--- config.mk ---
export PLATFORM = sky130hd
export DESIGN_NAME = emu_ctrl_top
export DESIGN_NICKNAME = d
export VERILOG_FILES = /design/src/hw/emu_ctrl_pkg.sv /design/src/hw/cmd_decode.sv /design/src/hw/emu_ctrl_top.sv /design/src/hw/emulib_fifo.sv /design/src/hw/reg_execute.sv /design/src/hw/resp_format.sv
export SDC_FILE = /design/constraint.sdc
export NUM_CORES = 2
export LEC_CHECK = 0
export BUFFER_PORTS_ARGS = -buffer_cell sky130_fd_sc_hd__buf_2
export CORE_MARGIN = 2
export CORE_UTILIZATION = 59
export CTS_BUF_LIST = sky130_fd_sc_hd__clkbuf_8
export CTS_CLUSTER_SIZE = 40
export DETAILED_ROUTE_END_ITERATION = 12
export PLACE_DENSITY_LB_ADDON = 0.12
export SYNTH_ARGS = -nofsm -noshare
export SYNTH_HDL_FRONTEND = slang
export SYNTH_HIERARCHICAL = 1
export SYNTH_SLANG_ARGS = --single-unit
--- constraint.sdc ---
create_clock -name clk -period 5.43 [get_ports clk]
set_input_delay 1.086 -clock clk [delete_from_list [all_inputs] [get_ports clk]]
set_output_delay 1.086 -clock clk [all_outputs]
set_load 0.005 [all_outputs]
--- src/hw/emu_ctrl_pkg.sv ---
package emu_ctrl_pkg;

    // ========================================================================
    // Widths
    // ========================================================================

    localparam int addr_w = 4;      // Up to 16 registers
    localparam int data_w = 32;

    // ========================================================================
    // Command channel types
    // ========================================================================

    typedef enum logic [1:0] {
        op_read  = 2'd0,
        op_write = 2'd1,
        op_add   = 2'd2,
        op_nop   = 2'd3             // Reserved, answered with err
    } op_e;

    // Host command word, carried by the command FIFO
    typedef struct packed {
        op_e               op;
        logic [addr_w-1:0] addr;
        logic [data_w-1:0] data;
    } cmd_t;

    // Decoded operation, decode to execute
    typedef struct packed {
        logic              valid;
        op_e               op;
        logic [addr_w-1:0] addr;
        logic [data_w-1:0] data;
        logic              bad;     // Out of range address or reserved opcode
    } dec_t;

    // Response word, carried by the response FIFO
    typedef struct packed {
        op_e               op;
        logic [addr_w-1:0] addr;
        logic              err;
        logic [data_w-1:0] data;
    } resp_t;

endpackage

--- src/hw/cmd_decode.sv ---
`timescale 1ns/10ps

module cmd_decode #(
    parameter int num_regs = 12
) (
    input  logic               clk,
    input  logic               rst,

    // Command FIFO read side
    input  logic               fifo_empty,
    input  emu_ctrl_pkg::cmd_t fifo_data,
    output logic               fifo_rinc,

    // Credit from the response side
    input  logic               room,
    output logic               issue,

    output emu_ctrl_pkg::dec_t dec
);

    logic popped;
    logic bad_addr;
    logic bad_op;

    // Pop only with a free response slot reserved
    assign fifo_rinc = !fifo_empty && room;
    assign issue     = fifo_rinc;

    assign bad_addr = int'(fifo_data.addr) >= num_regs;
    assign bad_op   = fifo_data.op == emu_ctrl_pkg::op_nop;

    always_ff @(posedge clk) begin
        if (rst)
            popped <= 1'b0;
        else
            popped <= fifo_rinc;    // rdata lands one cycle later
    end

    // ========================================================================
    // Decoded operation register
    // ========================================================================

    always_ff @(posedge clk) begin
        if (rst) begin
            dec.valid <= 1'b0;
        end else begin
            dec.valid <= popped;
            dec.op    <= fifo_data.op;
            dec.addr  <= fifo_data.addr;
            dec.data  <= fifo_data.data;
            dec.bad   <= bad_addr || bad_op;
        end
    end

endmodule

--- src/hw/emu_ctrl_top.sv ---
`timescale 1ns/10ps

module emu_ctrl_top #(
    parameter int num_regs   = 12,
    parameter int cmd_depth  = 8,
    parameter int resp_depth = 8
) (
    input  logic                clk,
    input  logic                rst,

    // Host command side
    input  logic                cmd_push,
    output logic                cmd_full,
    input  emu_ctrl_pkg::cmd_t  cmd_in,

    // Host response side
    input  logic                resp_pop,
    output logic                resp_empty,
    output emu_ctrl_pkg::resp_t resp_out
);

    logic                                cmd_rinc;
    logic                                cmd_rempty;
    emu_ctrl_pkg::cmd_t                  cmd_rdata;

    logic                                issue;
    logic                                room;
    emu_ctrl_pkg::dec_t                  dec;
    emu_ctrl_pkg::resp_t                 res;
    logic                                res_valid;

    logic                                resp_winc;
    logic                                resp_wfull;
    emu_ctrl_pkg::resp_t                 resp_wdata;
    logic [$clog2(resp_depth+1)-1:0]     resp_level;

    // ========================================================================
    // Command path
    // ========================================================================

    emulib_fifo #(
        .payload_t (emu_ctrl_pkg::cmd_t),
        .depth     (cmd_depth)
    ) u_cmd_fifo (
        .clk    (clk),
        .rst    (rst),
        .winc   (cmd_push),
        .wfull  (cmd_full),
        .wdata  (cmd_in),
        .rinc   (cmd_rinc),
        .rempty (cmd_rempty),
        .rdata  (cmd_rdata),
        .level  ()
    );

    cmd_decode #(
        .num_regs (num_regs)
    ) u_decode (
        .clk        (clk),
        .rst        (rst),
        .fifo_empty (cmd_rempty),
        .fifo_data  (cmd_rdata),
        .fifo_rinc  (cmd_rinc),
        .room       (room),
        .issue      (issue),
        .dec        (dec)
    );

    reg_execute #(
        .num_regs (num_regs)
    ) u_execute (
        .clk       (clk),
        .rst       (rst),
        .dec       (dec),
        .res       (res),
        .res_valid (res_valid)
    );

    // ========================================================================
    // Response path
    // ========================================================================

    resp_format #(
        .resp_depth (resp_depth)
    ) u_format (
        .clk        (clk),
        .rst        (rst),
        .issue      (issue),
        .res        (res),
        .res_valid  (res_valid),
        .fifo_level (resp_level),
        .fifo_winc  (resp_winc),
        .fifo_wdata (resp_wdata),
        .room       (room)
    );

    emulib_fifo #(
        .payload_t (emu_ctrl_pkg::resp_t),
        .depth     (resp_depth)
    ) u_resp_fifo (
        .clk    (clk),
        .rst    (rst),
        .winc   (resp_winc),
        .wfull  (resp_wfull),
        .wdata  (resp_wdata),
        .rinc   (resp_pop),
        .rempty (resp_empty),
        .rdata  (resp_out),
        .level  (resp_level)
    );

endmodule

--- src/hw/emulib_fifo.sv ---
`timescale 1ns/10ps

module emulib_fifo #(
    parameter type payload_t = logic [31:0],
    parameter int  depth     = 8
) (
    input  logic                       clk,
    input  logic                       rst,

    input  logic                       winc,
    output logic                       wfull,
    input  payload_t                   wdata,

    input  logic                       rinc,
    output logic                       rempty,
    output payload_t                   rdata,

    output logic [$clog2(depth+1)-1:0] level
);

    localparam int ptr_w = $clog2(depth);
    localparam int lvl_w = $clog2(depth + 1);
    localparam logic [ptr_w-1:0] ptr_max = ptr_w'(depth - 1);

    payload_t mem [depth];

    logic [ptr_w-1:0] wp;
    logic [ptr_w-1:0] rp;
    logic [ptr_w-1:0] wp_inc;
    logic [ptr_w-1:0] rp_inc;
    logic             wfire;
    logic             rfire;

    assign wfire  = winc && !wfull;
    assign rfire  = rinc && !rempty;
    assign wp_inc = (wp == ptr_max) ? '0 : wp + 1'b1;     // Wrap at depth
    assign rp_inc = (rp == ptr_max) ? '0 : rp + 1'b1;

    always_ff @(posedge clk) begin
        if (rst) begin
            wp     <= '0;
            rp     <= '0;
            wfull  <= 1'b0;
            rempty <= 1'b1;
        end else begin
            if (wfire)
                wp <= wp_inc;
            if (rfire)
                rp <= rp_inc;

            if (rfire)
                wfull <= 1'b0;
            else if (wfire && wp_inc == rp)
                wfull <= 1'b1;

            if (wfire)
                rempty <= 1'b0;
            else if (rfire && rp_inc == wp)
                rempty <= 1'b1;
        end
    end

    always_ff @(posedge clk) begin
        if (wfire)
            mem[wp] <= wdata;
        if (rfire)
            rdata <= mem[rp];       // Valid the cycle after the pop
    end

    always_ff @(posedge clk) begin
        if (rst) begin
            level <= '0;
        end else begin
            case ({wfire, rfire})
                2'b10:   level <= level + lvl_w'(1);
                2'b01:   level <= level - lvl_w'(1);
                default: level <= level;    // Both or neither
            endcase
        end
    end

endmodule

--- src/hw/reg_execute.sv ---
`timescale 1ns/10ps

module reg_execute #(
    parameter int num_regs = 12
) (
    input  logic                clk,
    input  logic                rst,
    input  emu_ctrl_pkg::dec_t  dec,
    output emu_ctrl_pkg::resp_t res,
    output logic                res_valid
);

    logic [emu_ctrl_pkg::data_w-1:0] regs [num_regs];
    logic [emu_ctrl_pkg::data_w-1:0] cur;
    logic [emu_ctrl_pkg::data_w-1:0] result;
    logic                            wr_en;

    // Current value, only indexed for an in-range address
    always_comb begin
        cur = '0;
        if (!dec.bad)
            cur = regs[dec.addr];
    end

    always_comb begin
        result = cur;
        wr_en  = 1'b0;
        case (dec.op)
            emu_ctrl_pkg::op_write: begin
                result = dec.data;
                wr_en  = dec.valid && !dec.bad;
            end
            emu_ctrl_pkg::op_add: begin
                result = cur + dec.data;    // Wraps modulo 2^32
                wr_en  = dec.valid && !dec.bad;
            end
            default: begin
                result = cur;               // Read, or reserved
            end
        endcase
    end

    // ========================================================================
    // Register bank
    // ========================================================================

    always_ff @(posedge clk) begin
        if (rst) begin
            for (int i = 0; i < num_regs; i++)
                regs[i] <= '0;
        end else if (wr_en) begin
            regs[dec.addr] <= result;
        end
    end

    // Response fields
    always_ff @(posedge clk) begin
        if (dec.valid) begin
            res.op   <= dec.op;
            res.addr <= dec.addr;
            res.err  <= dec.bad;
            res.data <= result;
        end
    end

    always_ff @(posedge clk) begin
        if (rst)
            res_valid <= 1'b0;
        else
            res_valid <= dec.valid;
    end

endmodule

--- src/hw/resp_format.sv ---
`timescale 1ns/10ps

module resp_format #(
    parameter int resp_depth = 8
) (
    input  logic                                clk,
    input  logic                                rst,
    input  logic                                issue,

    input  emu_ctrl_pkg::resp_t                 res,
    input  logic                                res_valid,

    // Response FIFO write side
    input  logic [$clog2(resp_depth+1)-1:0]     fifo_level,
    output logic                                fifo_winc,
    output emu_ctrl_pkg::resp_t                 fifo_wdata,

    output logic                                room
);

    localparam int cnt_w = $clog2(resp_depth + 1);

    logic [cnt_w-1:0] in_flight;    // Popped, not yet in the response FIFO

    assign fifo_winc = res_valid;

    // An error response never carries data
    always_comb begin
        fifo_wdata = res;
        if (res.err)
            fifo_wdata.data = '0;
    end

    always_ff @(posedge clk) begin
        if (rst) begin
            in_flight <= '0;
        end else begin
            case ({issue, fifo_winc})
                2'b10:   in_flight <= in_flight + cnt_w'(1);
                2'b01:   in_flight <= in_flight - cnt_w'(1);
                default: in_flight <= in_flight;
            endcase
        end
    end

    // Every command in flight holds a reserved slot
    assign room = (int'(fifo_level) + int'(in_flight)) < resp_depth;

endmodule

* Word-level counts from Yosys, hierarchy flattened
Memory sizes are Yosys's and may differ from the RTL's. A register that Yosys moved wholly into a read port is not among the register bits. Cells that the tools add are included.
Storage, ports and cells: RAM bits 1000, output and inout bits 41, latch bits 0, memory bits (read-only) 0, memories 3, register bits 105, word-level logic and storage cells 102, input port bits 42
Operators by class: reductions and logical operators 24, eq/ne operators 15, bitwise gates (word level) 0, $add $sub $neg 10, mux-type cells 27, order comparisons 2, div/mod/pow operators 0, shifts and indexed selects 0, $mul 0
Memories:
- u_execute.regs | words 12, bits a word 32, rd ports 1, clocked after memory_dff 1, wr ports 12, line reg_execute.sv:13 | logic [emu_ctrl_pkg::data_w-1:0] regs [num_regs];
- u_resp_fifo.mem | words 8, bits a word 39, rd ports 1, clocked after memory_dff 1, wr ports 1, line emulib_fifo.sv:25 | payload_t mem [depth];
- u_cmd_fifo.mem | words 8, bits a word 38, rd ports 1, clocked after memory_dff 1, wr ports 1, line emulib_fifo.sv:25
Operators with widths (number):
- 32-bit 2-to-1 mux | 3
- 32-bit one-hot mux with 2 select lines | 1
- 32-bit adder | 1
- 32-bit by 5-bit < comparator with 1-bit output (second input constant) | 1
- 32-bit OR reduction | 1
- 4-bit one-hot mux with 2 select lines | 2
- 1-bit 2-to-1 mux | 15
- 3-bit by 1-bit adder with 3-bit output (second input constant) | 4
- 3-bit == test | 4
- 3-bit == test (second input constant) | 4
- 3-bit 2-to-1 mux | 4
- 1-bit logical AND | 10
- 4-bit by 1-bit adder with 4-bit output (second input constant) | 2
- 2-bit == test (second input constant) | 4
- 4-bit 2-to-1 mux | 2
- 2-bit nonzero test | 4
- 4-bit by 1-bit subtractor with 4-bit output (second input constant) | 2
- 2-bit by 1-bit == test with 1-bit output (second input constant) | 3
- 2-bit OR reduction | 3
- 4-bit by 4-bit adder with 5-bit output | 1
- 1-bit logical NOT | 5
- 4-bit greater-or-equal comparator (second input constant) | 1
- 1-bit logical OR | 1

* Logic depth before layout (Yosys ltp)
depth in word-level cells 8, depth in mapped cells 19, mapped depth without buffers 14

* Modules after synthesis
Netlist, hierarchy kept.
Modules (own cells, without submodules):
- reg_execute | sequential area each 16565.9 µm², times used 1, area each 25071.5 µm², cells each 1691
- emulib_fifo at u_resp_fifo | sequential area each 10780.3 µm², times used 1, area each 13904.6 µm², cells each 579
- emulib_fifo at u_cmd_fifo | sequential area each 10510.1 µm², times used 1, area each 13275.2 µm², cells each 563
- cmd_decode | sequential area each 1211.2 µm², times used 1, area each 1256.2 µm², cells each 47
- resp_format | sequential area each 80.1 µm², times used 1, area each 599.3 µm², cells each 76

* Worst setup path after synthesis
Ideal clock, no wire load.
kind input to register, start in cmd_push, end mem u_cmd_fifo/mem[0][0] in the netlist's numbering (enable), path buffers 1, cell stages on the path 3, library setup time 528 ps, required time 4902 ps, path slack -111 ps, arrival 5013 ps, path through nand2b_1 clkbuf_1 nor4_1
On the way: cells in the longest elaborated chain, start to end 3
RTL lines:
- start, declared | line emu_ctrl_top.sv:12 | input logic cmd_push,
- 1-bit logical AND | line emulib_fifo.sv:34 | assign wfire = winc && !wfull;
- 1-bit 2-to-1 mux | line emulib_fifo.sv:64 | if (wfire)
- 1-bit 2-to-1 mux (not written as such) | line emulib_fifo.sv:65 | mem[wp] <= wdata;
- end, declared | line emulib_fifo.sv:25
Every way passes these cells.

==> out/results.txt <==
outcome - finished clean
CP Class - reg2reg
die area - 93700 µm²
Via density - 6.36
Worst-path clk slew - 0.07 ns
Ys Warns - 6
Worst Hold Launch - u_cmd_fifo/rdata[6]
residual DRC count - 0
LEAKAGE - 20.4 nW
I/O Buffers - 82
clk root buf - clkbuf_8
crit share post-route - 94.2%
Num CTS Buffers - 200
TNS Setup - 0 ns
TritonCTS clock tree - done
RD Place Congestion - 0.920
R2R Path End - u_execute/regs[4][29]
FMAX - 195 MHz
syn avg cell area - 18.4 µm²
number of global-route vias before repair - 29.5k
Critical Path Source Type - register
Die W - 306 µm
Worst Path Arrival - 5.81 ns
Net Count, Synth - 3021
Post-DP Area - 56100 µm²
Ports - 83
ANT nets after route - 0
row count - 110
DRT iter0 DRCs - 2988
clk_lat worst skew - 0.87 ns
total track usage - 27.5%
fillers - 6105
# nets final - 3239
R2R Path Start - u_decode/dec[33]
Final Max Tran Viols - 0
# Max-Cap Violations - 0
P per Cell Area - 336 nW/µm²
Worst Tran Pin Value - 1.12 ns
Post-Layout Inst Area - 59600 µm²
Worst setup EP type - register
Final Hold Viols - 0
grt ovf - 0
Worst Path Max Fanout - 24
pin count of the biggest net entering global routing - 61
Reg2Reg Setup Slack - 0.31 ns
Post-Syn Area - 53900 µm²
Num Clock Sinks - 1310
unrepaired setup endpoints after global routing - no
most common cell after layout, fill and taps aside - edfxtp_1
critical path data required time - 6.12 ns
FF-to-FF path depth - 17
Rel. slew slack - 25.4%
Cells after Synth - 2928
worst vdd rail ir drop - 0.235 mV
FF+latch area - 39100 µm²
core area - 90300 µm²
area grow syn2layout - 10.7%
clock buffer depth - 3
count of final setup violators - 0
worst hold path stage count - 0
share of cells above drive strength 1 - 24.7%
HP Class - reg2reg
Fin Clk Skew - 0.0400 ns
HPWL after DPL - 73000 µm
Die H - 306 µm
starting density of the core - 59.6%
hold slack - 0.411 ns
WHS Endpoint - u_decode/dec[7]
first-pass GRT wire length - 188000 µm
DRT Pass-1 Iters - 5
most frequent cells in the layout - edfxtp_1, nor2_1, mux4_2
Tmin final - 5.12 ns
WL per Instance - 28.2 µm
H-tree depth - 4
area of the multi-input gates - 13700 µm²
initial antenna violation count - 5
Total Wirelength - 126000 µm
Via Count - 28.4k
per-layer routing:
| metal | up-vias | wire, µm | GRT usage, % |
|---|---|---|---|
| li1 | 12000 | - | - |
| met1 | 14800 | 50600 | 38.4 |
| met2 | 1351 | 61200 | 43.7 |
| met3 | 241 | 10600 | 5.65 |
| met4 | 2 | 3760 | 10.3 |
| met5 | - | 10 | 0 |
where the power goes:
| part | total, mW | internal (mW) | switching (mW) | leakage, nW |
|---|---|---|---|---|
| clock network | 7.21 | 3.63 | 3.58 | 2.01 |
| logic | 1.35 | 0.523 | 0.826 | 5.98 |
| registers | 11.4 | 11.3 | 0.110 | 12.4 |
repair_timing:
item | 4_1_cts | 5_1_grt
resized for setup | 0 | 1
hold buffers | 0 | 0
buffers inserted | 0 | 1
endpoints found under the setup margin | 0 | 63
metrics by stage:
stage | power [mW] | instances | worst slack [ns] | utilization [%]
after floorplan | 12.5 | 2928 | 0.154 | -
after global placement | 13.0 | 4119 | 0.343 | 62.1
after detailed placement | 13.0 | 4119 | 0.126 | 62.1
after CTS | 20.2 | 4463 | 0.0836 | 66.0
after global routing | 20.7 | 4466 | 0.0713 | 66.0
final | 20.0 | 4467 | 0.313 | 66.0
area by class of cell:
| class | instances | share of cell area [%] |
|---|---|---|
| Inverter | 59 | 0.372 |
| Antenna cell | 3 | 0.0126 |
| Timing Repair Buffer | 220 | 2.64 |
| Multi-Input combinational cell | 1355 | 23.1 |
| Clock inverter | 138 | 1.11 |
| Clock buffer | 206 | 4.76 |
| Sequential cell | 1310 | 65.6 |
| Tap cell | 1176 | 2.47 |
worst max-delay path by stage:
| stage | start | slack, ns | to | cells past startpoint |
|---|---|---|---|---|
| floorplan | u_execute/res_valid | 0.15 | u_resp_fifo/mem[0][0] | 5 |
| global placement | u_decode/dec[33] | 0.34 | u_execute/regs[2][26] | 16 |
| detailed placement | u_decode/dec[33] | 0.13 | u_execute/res[29] | 16 |
| CTS | u_decode/dec[33] | 0.08 | u_execute/regs[14][29] | 16 |
| global route | u_decode/dec[33] | 0.07 | u_execute/res[27] | 16 |
| finish | u_decode/dec[33] | 0.31 | u_execute/regs[4][29] | 17 |
state kept, by name, summed over array words and instances (netlist names):
| name | flops |
|---|---|
| u_resp_fifo/level | 4 |
| u_cmd_fifo/wp | 3 |
| u_format/in_flight | 4 |
| u_resp_fifo/mem | 312 |
| u_resp_fifo/rempty | 1 |
| u_execute/res_valid | 1 |
| u_cmd_fifo/wfull | 1 |
| u_execute/regs | 512 |
| u_cmd_fifo/rempty | 1 |
| u_resp_fifo/rdata | 39 |
| u_decode/popped | 1 |
| u_execute/res | 39 |
| u_cmd_fifo/mem | 304 |
| u_resp_fifo/rp | 3 |
| u_cmd_fifo/rp | 3 |
| u_resp_fifo/wp | 3 |
| u_cmd_fifo/rdata | 38 |
| u_resp_fifo/wfull | 1 |
| u_decode/dec | 40 |
critical path, stage by stage, from the launching register on:
cell       delay (ns)
edfxtp_1         0.42
buf_12           0.20
buf_12           0.25
mux4_2           0.54
mux4_2           0.52
nand2b_1         0.13
inv_1            0.06
ha_1             0.36
a21oi_1          0.09
o21ai_0          0.42
or2_2            0.21
o2111ai_1        0.14
buf_4            0.19
a211o_1          0.28
a2111oi_0        0.68
a221oi_2         0.09
buf_4            0.24
nor2_1           0.14
(Power assumes the default switching activity.)
